--- config.mk ---
export PLATFORM = sky130hd
export DESIGN_NAME = core_top
export DESIGN_NICKNAME = d
export VERILOG_FILES = /design/src/core_isa_pkg.sv /design/src/core_pipe_pkg.sv /design/src/reg_file.sv /design/src/decode_unit.sv /design/src/exec_unit.sv /design/src/pipe_ctrl.sv /design/src/core_top.sv
export SDC_FILE = /design/constraint.sdc
export NUM_CORES = 2
export LEC_CHECK = 0
export BUFFER_PORTS_ARGS = -buffer_cell sky130_fd_sc_hd__buf_2
export CAP_MARGIN = 20
export CELL_PAD_IN_SITES_DETAIL_PLACEMENT = 1
export CELL_PAD_IN_SITES_GLOBAL_PLACEMENT = 1
export CORE_MARGIN = 5
export CORE_UTILIZATION = 45
export DETAILED_ROUTE_END_ITERATION = 8
export PLACE_DENSITY_LB_ADDON = 0.12
export RECOVER_POWER = 100
export SYNTH_ARGS = -nofsm -noshare
export SYNTH_HDL_FRONTEND = slang
export SYNTH_HIERARCHICAL = 1
export SYNTH_SLANG_ARGS = --single-unit
--- constraint.sdc ---
create_clock -name clk -period 17.64 [get_ports clk]
set_input_delay 3.528 -clock clk [delete_from_list [all_inputs] [get_ports clk]]
set_output_delay 3.528 -clock clk [all_outputs]
set_load 0.01 [all_outputs]
--- src/core_isa_pkg.sv ---
`default_nettype none

package core_isa_pkg;

    // Data path and register file geometry
    localparam int XLEN       = 32;
    localparam int REG_ADDR_W = 5;
    localparam int NUM_REGS   = 32;
    localparam int IMM_W      = 12;

    // Instruction field positions
    localparam int OP_W    = 6;
    localparam int OP_LSB  = 26;
    localparam int RD_LSB  = 0;
    localparam int RJ_LSB  = 5;
    localparam int RK_LSB  = 10;
    localparam int IMM_LSB = 10;

    // Major opcode in bits 31..26
    typedef enum logic [OP_W-1:0] {
        OP_NOP    = 6'h00,
        OP_ADD_W  = 6'h01,
        OP_SUB_W  = 6'h02,
        OP_AND    = 6'h03,
        OP_OR     = 6'h04,
        OP_XOR    = 6'h05,
        OP_SLL_W  = 6'h06,
        OP_ADDI_W = 6'h07,
        OP_MUL_W  = 6'h08,
        OP_BEQ    = 6'h09,
        OP_BNE    = 6'h0a
    } opcode_e;

    // Unlisted encodings fall back to a no-op
    function automatic opcode_e decode_op(logic [OP_W-1:0] raw);
        case (raw)
            OP_ADD_W, OP_SUB_W, OP_AND, OP_OR, OP_XOR, OP_SLL_W,
            OP_ADDI_W, OP_MUL_W, OP_BEQ, OP_BNE: decode_op = opcode_e'(raw);
            default: decode_op = OP_NOP;
        endcase
    endfunction

endpackage

`default_nettype wire

--- src/core_pipe_pkg.sv ---
`default_nettype none

package core_pipe_pkg;

    // Operand source picked at operand read
    typedef enum logic [1:0] {
        FWD_REG  = 2'd0,
        FWD_EXEC = 2'd1,
        FWD_WB   = 2'd2
    } fwd_sel_e;

    // Iterative multiplier sequencing
    typedef enum logic {
        MUL_IDLE = 1'b0,
        MUL_BUSY = 1'b1
    } mul_state_e;

endpackage

`default_nettype wire

--- src/reg_file.sv ---
`default_nettype none

module reg_file (
    input  logic                                clk,
    input  logic                                reset_i,
    input  logic [core_isa_pkg::REG_ADDR_W-1:0] raddr_a_i,
    input  logic [core_isa_pkg::REG_ADDR_W-1:0] raddr_b_i,
    output logic [core_isa_pkg::XLEN-1:0]       rdata_a_o,
    output logic [core_isa_pkg::XLEN-1:0]       rdata_b_o,
    input  logic                                we_i,
    input  logic [core_isa_pkg::REG_ADDR_W-1:0] waddr_i,
    input  logic [core_isa_pkg::XLEN-1:0]       wdata_i
);
    import core_isa_pkg::*;

    logic [XLEN-1:0] regs [NUM_REGS];

    always_ff @(posedge clk) begin
        if (reset_i) begin
            for (int i = 0; i < NUM_REGS; i++) begin
                regs[i] <= '0;
            end
        end else if (we_i && (waddr_i != '0)) begin
            regs[waddr_i] <= wdata_i;
        end
    end

    // r0 is hard-wired to zero
    assign rdata_a_o = (raddr_a_i == '0) ? '0 : regs[raddr_a_i];
    assign rdata_b_o = (raddr_b_i == '0) ? '0 : regs[raddr_b_i];

endmodule

`default_nettype wire

--- src/decode_unit.sv ---
`default_nettype none

module decode_unit (
    input  logic                                clk,
    input  logic                                reset_i,
    input  logic                                instr_valid_i,
    input  logic [core_isa_pkg::XLEN-1:0]       instr_i,
    input  logic [core_isa_pkg::XLEN-1:0]       pc_i,
    output logic [core_isa_pkg::REG_ADDR_W-1:0] rf_raddr_a_o,
    output logic [core_isa_pkg::REG_ADDR_W-1:0] rf_raddr_b_o,
    input  logic [core_isa_pkg::XLEN-1:0]       rf_rdata_a_i,
    input  logic [core_isa_pkg::XLEN-1:0]       rf_rdata_b_i,
    output logic [core_isa_pkg::REG_ADDR_W-1:0] src_a_o,
    output logic [core_isa_pkg::REG_ADDR_W-1:0] src_b_o,
    output logic                                src_a_used_o,
    output logic                                src_b_used_o,
    input  core_pipe_pkg::fwd_sel_e             fwd_a_i,
    input  core_pipe_pkg::fwd_sel_e             fwd_b_i,
    input  logic [core_isa_pkg::XLEN-1:0]       exec_result_i,
    input  logic [core_isa_pkg::XLEN-1:0]       wb_result_i,
    input  logic                                stall_i,
    input  logic                                flush_i,
    output logic                                de_valid_o,
    output core_isa_pkg::opcode_e               de_op_o,
    output logic [core_isa_pkg::REG_ADDR_W-1:0] de_rd_o,
    output logic [core_isa_pkg::XLEN-1:0]       de_pc_o,
    output logic [core_isa_pkg::XLEN-1:0]       de_a_o,
    output logic [core_isa_pkg::XLEN-1:0]       de_b_o,
    output logic [core_isa_pkg::XLEN-1:0]       de_imm_o
);
    import core_isa_pkg::*;
    import core_pipe_pkg::*;

    opcode_e               op;
    logic [REG_ADDR_W-1:0] rd;
    logic [REG_ADDR_W-1:0] rj;
    logic [REG_ADDR_W-1:0] rk;
    logic [IMM_W-1:0]      imm12;
    logic                  is_branch;
    logic [XLEN-1:0]       opnd_a;
    logic [XLEN-1:0]       opnd_b;

    assign op    = decode_op(instr_i[OP_LSB +: OP_W]);
    assign rd    = instr_i[RD_LSB +: REG_ADDR_W];
    assign rj    = instr_i[RJ_LSB +: REG_ADDR_W];
    assign rk    = instr_i[RK_LSB +: REG_ADDR_W];
    assign imm12 = instr_i[IMM_LSB +: IMM_W];

    // Branches compare rj against rd, so rd takes the second read port
    assign is_branch    = (op == OP_BEQ) || (op == OP_BNE);
    assign src_a_o      = rj;
    assign src_b_o      = is_branch ? rd : rk;
    assign src_a_used_o = (op != OP_NOP);
    assign src_b_used_o = (op != OP_NOP) && (op != OP_ADDI_W);
    assign rf_raddr_a_o = src_a_o;
    assign rf_raddr_b_o = src_b_o;

    always_comb begin
        case (fwd_a_i)
            FWD_EXEC: opnd_a = exec_result_i;
            FWD_WB:   opnd_a = wb_result_i;
            default:  opnd_a = rf_rdata_a_i;
        endcase
        case (fwd_b_i)
            FWD_EXEC: opnd_b = exec_result_i;
            FWD_WB:   opnd_b = wb_result_i;
            default:  opnd_b = rf_rdata_b_i;
        endcase
    end

    always_ff @(posedge clk) begin
        if (reset_i || flush_i) begin
            de_valid_o <= 1'b0;
        end else if (!stall_i) begin
            de_valid_o <= instr_valid_i;
        end
    end

    always_ff @(posedge clk) begin
        if (!stall_i) begin
            de_op_o  <= op;
            de_rd_o  <= rd;
            de_pc_o  <= pc_i;
            de_a_o   <= opnd_a;
            de_b_o   <= opnd_b;
            de_imm_o <= {{(XLEN-IMM_W){imm12[IMM_W-1]}}, imm12};
        end
    end

    // A held instruction must reach execute unchanged once the multiply ends
    a_hold_on_stall: assert property (@(posedge clk) disable iff (reset_i)
        stall_i |=> $stable(de_valid_o) && $stable(de_op_o) && $stable(de_pc_o)
                    && $stable(de_a_o) && $stable(de_b_o));

endmodule

`default_nettype wire

--- src/exec_unit.sv ---
`default_nettype none

module exec_unit #(
    parameter int MUL_BITS_PER_CYCLE = 4
) (
    input  logic                                clk,
    input  logic                                reset_i,
    input  logic                                de_valid_i,
    input  core_isa_pkg::opcode_e               de_op_i,
    input  logic [core_isa_pkg::REG_ADDR_W-1:0] de_rd_i,
    input  logic [core_isa_pkg::XLEN-1:0]       de_pc_i,
    input  logic [core_isa_pkg::XLEN-1:0]       de_a_i,
    input  logic [core_isa_pkg::XLEN-1:0]       de_b_i,
    input  logic [core_isa_pkg::XLEN-1:0]       de_imm_i,
    input  logic                                stall_i,
    output logic                                exec_valid_o,
    output logic                                exec_we_o,
    output logic [core_isa_pkg::REG_ADDR_W-1:0] exec_rd_o,
    output logic [core_isa_pkg::XLEN-1:0]       exec_result_o,
    output logic                                mul_busy_o,
    output logic                                branch_taken_o,
    output logic [core_isa_pkg::XLEN-1:0]       branch_target_o,
    output logic                                wb_valid_o,
    output logic [core_isa_pkg::XLEN-1:0]       wb_pc_o,
    output logic                                wb_wen_o,
    output logic [core_isa_pkg::REG_ADDR_W-1:0] wb_wnum_o,
    output logic [core_isa_pkg::XLEN-1:0]       wb_wdata_o
);
    import core_isa_pkg::*;
    import core_pipe_pkg::*;

    localparam int MUL_STEPS = XLEN / MUL_BITS_PER_CYCLE;
    localparam int CNT_W     = $clog2(MUL_STEPS);
    localparam int SHAMT_W   = $clog2(XLEN);

    mul_state_e      mul_state;
    logic [CNT_W-1:0] mul_cnt;
    logic [XLEN-1:0] mul_acc;
    logic [XLEN-1:0] mul_mcand;
    logic [XLEN-1:0] mul_mplier;
    logic [XLEN-1:0] cur_acc;
    logic [XLEN-1:0] cur_mcand;
    logic [XLEN-1:0] cur_mplier;
    logic [XLEN-1:0] step_sum;
    logic            mul_last;
    logic            writes_rd;
    logic            opnd_eq;

    // First step works on the fresh operands, later ones on the saved state
    assign cur_acc    = (mul_state == MUL_IDLE) ? '0 : mul_acc;
    assign cur_mcand  = (mul_state == MUL_IDLE) ? de_a_i : mul_mcand;
    assign cur_mplier = (mul_state == MUL_IDLE) ? de_b_i : mul_mplier;

    always_comb begin
        step_sum = cur_acc;
        for (int i = 0; i < MUL_BITS_PER_CYCLE; i++) begin
            if (cur_mplier[i]) begin
                step_sum = step_sum + (cur_mcand << i);
            end
        end
    end

    assign mul_last   = (mul_state == MUL_BUSY) && (mul_cnt == CNT_W'(MUL_STEPS - 1));
    assign mul_busy_o = de_valid_i && (de_op_i == OP_MUL_W) && !mul_last;

    always_ff @(posedge clk) begin
        if (reset_i) begin
            mul_state <= MUL_IDLE;
            mul_cnt   <= '0;
        end else if (mul_state == MUL_IDLE) begin
            if (de_valid_i && (de_op_i == OP_MUL_W)) begin
                mul_state <= MUL_BUSY;
                mul_cnt   <= CNT_W'(1);
            end
        end else if (mul_last) begin
            mul_state <= MUL_IDLE;
            mul_cnt   <= '0;
        end else begin
            mul_cnt <= mul_cnt + 1'b1;
        end
    end

    always_ff @(posedge clk) begin
        if (mul_busy_o) begin
            mul_acc    <= step_sum;
            mul_mcand  <= cur_mcand << MUL_BITS_PER_CYCLE;
            mul_mplier <= cur_mplier >> MUL_BITS_PER_CYCLE;
        end
    end

    always_comb begin
        writes_rd = 1'b1;
        case (de_op_i)
            OP_ADD_W:  exec_result_o = de_a_i + de_b_i;
            OP_SUB_W:  exec_result_o = de_a_i - de_b_i;
            OP_AND:    exec_result_o = de_a_i & de_b_i;
            OP_OR:     exec_result_o = de_a_i | de_b_i;
            OP_XOR:    exec_result_o = de_a_i ^ de_b_i;
            OP_SLL_W:  exec_result_o = de_a_i << de_b_i[SHAMT_W-1:0];
            OP_ADDI_W: exec_result_o = de_a_i + de_imm_i;
            OP_MUL_W:  exec_result_o = step_sum;
            default: begin
                exec_result_o = '0;
                writes_rd     = 1'b0;
            end
        endcase
    end

    assign exec_valid_o = de_valid_i;
    assign exec_rd_o    = de_rd_i;
    assign exec_we_o    = de_valid_i && writes_rd && (de_rd_i != '0);

    // Branch offset counts instruction words
    assign opnd_eq         = (de_a_i == de_b_i);
    assign branch_taken_o  = ((de_op_i == OP_BEQ) && opnd_eq) || ((de_op_i == OP_BNE) && !opnd_eq);
    assign branch_target_o = de_pc_i + (de_imm_i << 2);

    // Multiply in progress sends bubbles to writeback
    always_ff @(posedge clk) begin
        if (reset_i) begin
            wb_valid_o <= 1'b0;
            wb_wen_o   <= 1'b0;
        end else begin
            wb_valid_o <= de_valid_i && !stall_i;
            wb_wen_o   <= exec_we_o && !stall_i;
        end
    end

    always_ff @(posedge clk) begin
        wb_pc_o    <= de_pc_i;
        wb_wnum_o  <= de_rd_i;
        wb_wdata_o <= exec_result_o;
    end

    a_wen_not_r0: assert property (@(posedge clk) disable iff (reset_i)
        wb_wen_o |-> (wb_wnum_o != '0));

    a_wen_has_valid: assert property (@(posedge clk) disable iff (reset_i)
        wb_wen_o |-> wb_valid_o);

endmodule

`default_nettype wire

--- src/pipe_ctrl.sv ---
`default_nettype none

module pipe_ctrl (
    input  logic                                clk,
    input  logic                                reset_i,
    input  logic [core_isa_pkg::REG_ADDR_W-1:0] src_a_i,
    input  logic [core_isa_pkg::REG_ADDR_W-1:0] src_b_i,
    input  logic                                src_a_used_i,
    input  logic                                src_b_used_i,
    input  logic                                exec_valid_i,
    input  logic                                exec_we_i,
    input  logic [core_isa_pkg::REG_ADDR_W-1:0] exec_rd_i,
    input  logic                                wb_we_i,
    input  logic [core_isa_pkg::REG_ADDR_W-1:0] wb_rd_i,
    input  logic                                mul_busy_i,
    input  logic                                branch_taken_i,
    output core_pipe_pkg::fwd_sel_e             fwd_a_o,
    output core_pipe_pkg::fwd_sel_e             fwd_b_o,
    output logic                                stall_o,
    output logic                                flush_o
);
    import core_pipe_pkg::*;

    // Youngest producer wins and r0 never forwards
    function automatic fwd_sel_e pick_src(
        input logic                                used,
        input logic [core_isa_pkg::REG_ADDR_W-1:0] src
    );
        if (!used || (src == '0)) begin
            pick_src = FWD_REG;
        end else if (exec_valid_i && exec_we_i && (exec_rd_i == src)) begin
            pick_src = FWD_EXEC;
        end else if (wb_we_i && (wb_rd_i == src)) begin
            pick_src = FWD_WB;
        end else begin
            pick_src = FWD_REG;
        end
    endfunction

    always_comb begin
        fwd_a_o = pick_src(src_a_used_i, src_a_i);
        fwd_b_o = pick_src(src_b_used_i, src_b_i);
    end

    assign stall_o = mul_busy_i;
    assign flush_o = exec_valid_i && branch_taken_i;

    // A redirect needs the pipeline moving, so it cannot meet a multiply stall
    a_no_stall_flush: assert property (@(posedge clk) disable iff (reset_i)
        !(stall_o && flush_o));

endmodule

`default_nettype wire

--- src/core_top.sv ---
`default_nettype none

module core_top #(
    parameter int MUL_BITS_PER_CYCLE = 4
) (
    input  logic                           clk,
    input  logic                           reset_i,
    input  logic                           instr_valid_i,
    input  logic [core_isa_pkg::XLEN-1:0]  instr_i,
    input  logic [core_isa_pkg::XLEN-1:0]  pc_i,
    output logic                           stall_o,
    output logic                           redirect_o,
    output logic [core_isa_pkg::XLEN-1:0]  redirect_pc_o,
    output logic                           wb_valid_o,
    output logic [core_isa_pkg::XLEN-1:0]  wb_pc_o,
    output logic                           wb_wen_o,
    output logic [core_isa_pkg::REG_ADDR_W-1:0] wb_wnum_o,
    output logic [core_isa_pkg::XLEN-1:0]  wb_wdata_o
);
    import core_isa_pkg::*;
    import core_pipe_pkg::*;

    // Decode <-> register file
    logic [REG_ADDR_W-1:0] rf_raddr_a;
    logic [REG_ADDR_W-1:0] rf_raddr_b;
    logic [XLEN-1:0]       rf_rdata_a;
    logic [XLEN-1:0]       rf_rdata_b;

    // Hazard information toward control
    logic [REG_ADDR_W-1:0] src_a;
    logic [REG_ADDR_W-1:0] src_b;
    logic                  src_a_used;
    logic                  src_b_used;
    fwd_sel_e              fwd_a;
    fwd_sel_e              fwd_b;

    // Decode-to-execute register
    logic                  de_valid;
    opcode_e               de_op;
    logic [REG_ADDR_W-1:0] de_rd;
    logic [XLEN-1:0]       de_pc;
    logic [XLEN-1:0]       de_a;
    logic [XLEN-1:0]       de_b;
    logic [XLEN-1:0]       de_imm;

    // Execute stage status
    logic                  exec_valid;
    logic                  exec_we;
    logic [REG_ADDR_W-1:0] exec_rd;
    logic [XLEN-1:0]       exec_result;
    logic                  mul_busy;
    logic                  branch_taken;

    decode_unit u_decode (
        .clk(clk), .reset_i(reset_i),
        .instr_valid_i(instr_valid_i), .instr_i(instr_i), .pc_i(pc_i),
        .rf_raddr_a_o(rf_raddr_a), .rf_raddr_b_o(rf_raddr_b),
        .rf_rdata_a_i(rf_rdata_a), .rf_rdata_b_i(rf_rdata_b),
        .src_a_o(src_a), .src_b_o(src_b),
        .src_a_used_o(src_a_used), .src_b_used_o(src_b_used),
        .fwd_a_i(fwd_a), .fwd_b_i(fwd_b),
        .exec_result_i(exec_result), .wb_result_i(wb_wdata_o),
        .stall_i(stall_o), .flush_i(redirect_o),
        .de_valid_o(de_valid), .de_op_o(de_op), .de_rd_o(de_rd), .de_pc_o(de_pc),
        .de_a_o(de_a), .de_b_o(de_b), .de_imm_o(de_imm)
    );

    reg_file u_reg_file (
        .clk(clk), .reset_i(reset_i),
        .raddr_a_i(rf_raddr_a), .raddr_b_i(rf_raddr_b),
        .rdata_a_o(rf_rdata_a), .rdata_b_o(rf_rdata_b),
        .we_i(wb_wen_o), .waddr_i(wb_wnum_o), .wdata_i(wb_wdata_o)
    );

    exec_unit #(
        .MUL_BITS_PER_CYCLE(MUL_BITS_PER_CYCLE)
    ) u_exec (
        .clk(clk), .reset_i(reset_i),
        .de_valid_i(de_valid), .de_op_i(de_op), .de_rd_i(de_rd), .de_pc_i(de_pc),
        .de_a_i(de_a), .de_b_i(de_b), .de_imm_i(de_imm), .stall_i(stall_o),
        .exec_valid_o(exec_valid), .exec_we_o(exec_we), .exec_rd_o(exec_rd),
        .exec_result_o(exec_result), .mul_busy_o(mul_busy),
        .branch_taken_o(branch_taken), .branch_target_o(redirect_pc_o),
        .wb_valid_o(wb_valid_o), .wb_pc_o(wb_pc_o), .wb_wen_o(wb_wen_o),
        .wb_wnum_o(wb_wnum_o), .wb_wdata_o(wb_wdata_o)
    );

    pipe_ctrl u_pipe_ctrl (
        .clk(clk), .reset_i(reset_i),
        .src_a_i(src_a), .src_b_i(src_b),
        .src_a_used_i(src_a_used), .src_b_used_i(src_b_used),
        .exec_valid_i(exec_valid), .exec_we_i(exec_we), .exec_rd_i(exec_rd),
        .wb_we_i(wb_wen_o), .wb_rd_i(wb_wnum_o),
        .mul_busy_i(mul_busy), .branch_taken_i(branch_taken),
        .fwd_a_o(fwd_a), .fwd_b_o(fwd_b),
        .stall_o(stall_o), .flush_o(redirect_o)
    );

endmodule

`default_nettype wire

Word-level counts from Yosys, hierarchy flattened --
Memories as Yosys holds them, arrays and structs flattened. Cells that the tools add are included.
Operators by class: $add $sub $neg 9, multiply operators 0, divide/modulo/power cells 0, magnitude comparators 0, equal/unequal tests 33, shift-type cells 1, mux-type cells 35, bitwise logic cells 3, reductions and logical operators 36
Operator list (count):
- $mux 32 | 9
- $pmux 32 s8 | 1
- $add 32x32->32 | 7
- $pmux 32 s2 | 2
- $eq 6x3->1 const B | 8
- $eq 6x4->1 const B | 8
- $and 32x32->32 | 1
- $eq 32x32->1 | 1
- $or 32x32->32 | 1
- $reduce_or 32->1 | 1
- $shl 32x5->32 | 1
- $sub 32x32->32 | 1
- $xor 32x32->32 | 1
- $mux 28 | 1
- $eq 6x2->1 const B | 4
- $eq 5x5->1 | 4
- $logic_and 1x1->1 | 17
- $eq 6x1->1 const B | 2
- $mux 2 | 6
- $logic_not 5->1 | 2
- $mux 1 | 10
- $mux 5 | 2
- $reduce_bool 5->1 | 2
- $reduce_or 10->1 | 1
- 12 further kinds | 24
Storage, ports and cells: register bits after elaboration 283, latch bits 0, RAM bits 1024, ROM bits 0, bits of input ports 67, output and inout bits 105, word-level logic and storage cells 136, memories 1
Memories:
- u_reg_file.regs | words 32, bits a word 32, rd ports 2, clocked after memory_dff 0, wr ports 32, RTL line reg_file.sv:16 | logic [XLEN-1:0] regs [NUM_REGS];

Logic depth before layout (Yosys ltp) --
word-level depth 13, depth in mapped cells 54, mapped depth without buffers 47

By module --
Netlist, hierarchy kept.
Modules (own cells, without submodules):
- reg_file | instances 1, cells an instance 3502, area each 54253.3 um2, seq. area each 30749.5 um2
- exec_unit | instances 1, cells an instance 2651, area each 20990.1 um2, seq. area each 4144.0 um2
- decode_unit | instances 1, cells an instance 403, area each 5260.0 um2, seq. area each 3593.4 um2
- pipe_ctrl | instances 1, cells an instance 38, area each 297.8 um2, seq. area each 0.0 um2

Worst setup path before layout --
OpenSTA, ideal clock, no wires.
path kind register to register, start point register u_exec.mul_state, end point register u_decode/de_a_o[30] (netlist bit), data pin, setup time 267 ps, arrival 9945 ps, required time 17373 ps, setup slack 7429 ps, cell stages (with the launch flop) 53, buffers on the path 7, clock period less this slack 10211 ps, cell sequence dfxtp_1 > buf_4 > clkbuf_1 > clkbuf_1 > clkbuf_1 > clkbuf_1 > clkbuf_1 > clkbuf_1 > o21ai_0 > ha_1 > maj3_2 > a21o_1 > nor2_1 > o21ai_1 > xnor2_1 > nor2_1 > a21oi_1 > inv_1 > [... 17 more ...] > a21oi_1 > xor2_1 > nor2_1 > a21oi_1 > inv_1 > ha_1 > and3_1 > and4_1 > o21a_1 > a2111oi_0 > o21a_1 > a211o_1 > o21a_1 > nor4_1 > a2111oi_0 > o211ai_1 > a22oi_1 > o21ai_0
Between the ends: longest elaborated chain between the ends 11, elaborated cells between the ends (all ways) 13, classes of those cells add/sub: 4; mux: 9
Ends and longest elaborated chain:
- start: declaration | RTL line exec_unit.sv:36 | mul_state_e mul_state;
- start signal: assignment | RTL line exec_unit.sv:68 | mul_state <= MUL_IDLE;
- start signal: assignment | RTL line exec_unit.sv:72 | mul_state <= MUL_BUSY;
- start signal: assignment | RTL line exec_unit.sv:76 | mul_state <= MUL_IDLE;
- $mux 32 * | RTL line exec_unit.sv:51 | assign cur_mcand = (mul_state == MUL_IDLE) ? de_a_i : mul_mcand;
- named net u_exec.cur_mcand[4] | RTL line exec_unit.sv:42 | logic [XLEN-1:0] cur_mcand;
- $add 32x32->32 | RTL line exec_unit.sv:58 | step_sum = step_sum + (cur_mcand << i);
- $mux 32 | RTL line exec_unit.sv:57 | if (cur_mplier[i]) begin
- $add 32x32->32 | RTL line exec_unit.sv:58
- $mux 32 | RTL line exec_unit.sv:57
- $add 32x32->32 | RTL line exec_unit.sv:58
- $mux 32 | RTL line exec_unit.sv:57
- $add 32x32->32 | RTL line exec_unit.sv:58
- $mux 32 * | RTL line exec_unit.sv:57
- $pmux 32 s8 * | RTL line exec_unit.sv:93 | case (de_op_i)
- named net exec_result[30] | RTL line core_top.sv:50 | logic [XLEN-1:0] exec_result;
- $pmux 32 s2 * | RTL line decode_unit.sv:59 | case (fwd_a_i)
- named net u_decode.opnd_a[30] | RTL line decode_unit.sv:40 | logic [XLEN-1:0] opnd_a;
- end signal: assignment | RTL line decode_unit.sv:84 | de_a_o <= opnd_a;
- end: declaration | RTL line decode_unit.sv:27 | output logic [core_isa_pkg::XLEN-1:0] de_a_o,
The timed path passes the listed nets; every way through them passes the cells marked *. A chain may end at the register's enable or synchronous reset.

Worst setup path after layout --
start point input instr_i[5] (netlist bit), end point register u_decode/de_a_o[16] (netlist bit), data pin
Between the ends: elaborated cells between the ends (all ways) 14, classes of those cells eq/ne: 4; mux: 5; reduce/logical: 4; memory: 1
RTL lines:
- start: declaration | RTL line core_top.sv:9 | input logic [core_isa_pkg::XLEN-1:0] instr_i,
- $mem_v2 32x32 or $logic_not 5->1 (tied branches)
- $mux 32 * | RTL line reg_file.sv:29 | assign rdata_a_o = (raddr_a_i == '0) ? '0 : regs[raddr_a_i];
- named net rf_rdata_a[16] | RTL line core_top.sv:26 | logic [XLEN-1:0] rf_rdata_a;
- $pmux 32 s2 * | RTL line decode_unit.sv:59
- named net u_decode.opnd_a[16] | RTL line decode_unit.sv:40
Marked as above.

==> results.ini <==
[logic_synthesis]
ys_top_cells_by_count=edfxtp_1, and2_1, mux4_2
synthArstFlopShare_pct=0
ys_warn_count=6
ys_ff_latch=1307
synth_edf_count=1231
ys.flop_type=edfxtp_1
synth.largest_area_cell=edfxtp_1
yosys.area.top_type_share_pct=45.7
yosys-top-cells-area=edfxtp_1, mux4_2, and2_1, ha_1, mux2i_1
synth_area_mm2=0.0808
ys_types=100
yosysSeqAreaShare_pct=47.6
avgSynthCellArea_um2=12.3
synth_most_common_cell=edfxtp_1
syn_inst=6594

[drt]
dr.pass1.iters=5
route.detailed.drc=0
vias_per_cell=6.44
route.vias.total=58600
drt_wl_total_mm=299
wl_per_cell_um=32.9
antenna_left=0
drt_iter0_drc=5401

[worst_setup_path]
worstSetupEndpointType=register
cp.required_ns=18.26
cp_num_buf_inv=4
crit_path_top_delay_cell=clkbuf_1
rr_startpoint=u_exec/mul_state
cpPeakStageDelay_ns=3.29
crit_path_max_fanout=45
cp.arrival_ns=14.68
critPathTopFamily=buffers and inverters
critPathKind=in -> reg
crit_path_start_kind=input port
crit_top_cell=clkbuf_1
path_cells=clkbuf_1 -> clkbuf_1 -> clkbuf_1 -> nor4_1 -> clkbuf_1 -> nor3_1 -> nand2_1 -> o21ai_0
crit_start=instr_i[5]

[pwr]
switchingPower_w=0.00300
internal-power_w=0.00630
cellLeakagePower_nw=32.6
ir_worst_vdd_v=0.0000861
swShare_pct=32.2
power_density_mw_per_mm2=105
p_comb_share_pct=26.2
seqPwrFrac_pct=39.2
total_power_w=0.00930
clockPowerShare_pct=34.6

[clock_tree]
insertion_delay_ns=0.81
cts.htree.levels=4
numClockSinks=1307
ctsResizeCount=0
clk_pin_slew_ns=0.06
post-cts-setup-buffers=0
cts_max_path_buffers=3
cts_root_buf=clkbuf_16
cts.hold.buffers_added=0
cts_made_buffers=152
cts_tree=yes

[timing]
period_share_pct=79.7
period_minus_slack_ns=14.05
hold_viol=0
setup_tns_ns=0
fmax_mhz=71.2
setup_viol=0
clock_skew_ns=0.0371
rsz0062_at_grt=false
worstMarginPinSlew_ns=4.53
slew_viol_final=3534
slew_headroom_pct=-202
layout_setup_ws_ns=3.59

[global_routing]
antenna_found_initial=13
gr-usage-met3_pct=5.36
grt_pass1_vias=61300
grt_max_degree=79
top_usage_layer=met2
met2_usage_pct=55.5
globalRouteMet1Util_pct=37.3
grt_pass1_wl_mm=427
grt-ovfl-total=0
grt_util_all_layers_pct=31.2

[final_layout]
fillers=18400
final_cells=9105
multi_input_area_mm2=0.0393
finish.instance_area_mm2=0.0884
area_delta_synth_final_pct=9.46
seqCellArea_mm2=0.0385
fin_nets=6967
layout-drive-gt1-share_pct=15.3

[run]
maxCapViolations=118

[floorplanning]
rows=155
core_area_mm2=0.179
die-area_mm2=0.188
die_x_um=434
chipHeight_um=434
io_pins=172
initial_core_util_pct=45.2

[placed_design]
hpwl_mm=197
post-place-ws_ns=6.07
dpl_cell_area_mm2=0.0841
io_buffers=167
dp_cells=8813
gp_congestion=0.919

[min_path]
hold_path.class=reg -> reg
min_from=u_decode/de_pc_o[1]

[outcome]
status=finished with violations
violations=capacitance limit, slew limit

-- metrics by stage --
stage | hold slack, ns | utilization [%]
CTS | 0.379 | 49.9
global placement | 0.346 | 47.1
detailed placement | 0.364 | 47.1
finish | 0.375 | 49.5
global route | 0.388 | 49.5
floorplan | 0.349 | -
-- logic make-up after synthesis --
logic type,synth area share [%]
buffers and inverters,4.12
adders and majority gates,4.45
other,0.0139
DFF,47.6
and+or+nand+nor,13.5
muxes,17.0
xor gates and xnor gates,2.16
AOI/OAI and AO/OA,11.1
-- power by group through the flow --
stage                     combinational, W  clock, W  sequential [W]
after floorplan                    0.00166         0         0.00367
after global placement             0.00238         0         0.00369
after detailed placement           0.00243         0         0.00370
after CTS                          0.00244   0.00327         0.00364
after global routing               0.00263   0.00340         0.00366
final                              0.00244   0.00322         0.00365
-- state kept, by name, indices dropped and copies added (netlist names) --
register,flops
u_exec/mul_acc,32
u_exec/wb_wdata_o,32
u_exec/mul_cnt,3
u_exec/wb_wen_o,1
u_decode/de_imm_o,12
u_decode/de_a_o,32
u_exec/mul_mplier,28
u_reg_file/regs,1024
u_exec/mul_mcand,28
u_decode/de_rd_o,5
u_exec/wb_wnum_o,5
u_exec/wb_pc_o,32
u_decode/de_b_o,32
u_decode/de_valid_o,1
u_decode/de_pc_o,32
u_exec/wb_valid_o,1
u_exec/mul_state,1
u_decode/de_op_o,6
-- cell type report --
cell class / count / share of cell area [%]
inverter: 183 / 0.778
timing repair buffer: 401 / 2.23
tap: 2355 / 3.33
clock inverter: 98 / 1.12
clock buffer: 183 / 4.55
multi-input combinational: 4572 / 44.5
sequential: 1307 / 43.5
antenna: 6 / 0.0170
-- layout by cell type (no fill, tap or decap), types with 37 or more instances in the layout --
| cell type | count |
|---|---|
| a21o_1 | 97 |
| a21oi_1 | 229 |
| a22o_1 | 62 |
| a22oi_1 | 101 |
| and2_0 | 524 |
| and2_1 | 506 |
| buf_2 | 80 |
| buf_4 | 86 |
| clkbuf_1 | 249 |
| clkbuf_16 | 154 |
| dfxtp_1 | 76 |
| edfxtp_1 | 1231 |
| ha_1 | 275 |
| inv_1 | 181 |
| mux2_2 | 48 |
| mux2i_1 | 194 |
| mux4_2 | 494 |
| nand2_1 | 368 |
| nand3_1 | 50 |
| nor2_1 | 161 |
| nor3_1 | 100 |
| o21a_1 | 39 |
| o21ai_0 | 303 |
| o21bai_1 | 37 |
| o22ai_1 | 123 |
| xnor2_1 | 130 |
| xor2_1 | 65 |
-- routing by layer --
| metal | part of all wire, % | routed length [µm] | vias to the layer above |
|---|---|---|---|
| met5 | 0.011 | 32 | - |
| met3 | 7.3 | 21900 | 716 |
| met4 | 5.2 | 15600 | 6 |
| met1 | 38 | 112000 | 30500 |
| li1 | - | - | 25000 |
| met2 | 50 | 149000 | 2431 |
-- worst reg2reg max path, delay by kind of cell, from the launching register on --
family | cells | cell delay, ns
fa+ha+maj | 4 | 1.46
mux | 2 | 0.59
xor+xnor | 5 | 1.13
simple gates | 6 | 0.89
buf+inv | 3 | 1.30
compound gates | 26 | 6.09
flops | 1 | 1.40
-- worst paths after layout --
path                          to  slack, ns  cells past startpoint
max reg2reg  u_decode/de_b_o[31]       4.62                     46
max          u_decode/de_a_o[16]       3.59                      8
min            u_exec/wb_pc_o[1]       0.38                      0
min reg2reg    u_exec/wb_pc_o[1]       0.38                      0
Power figures use the tool's default switching activity.
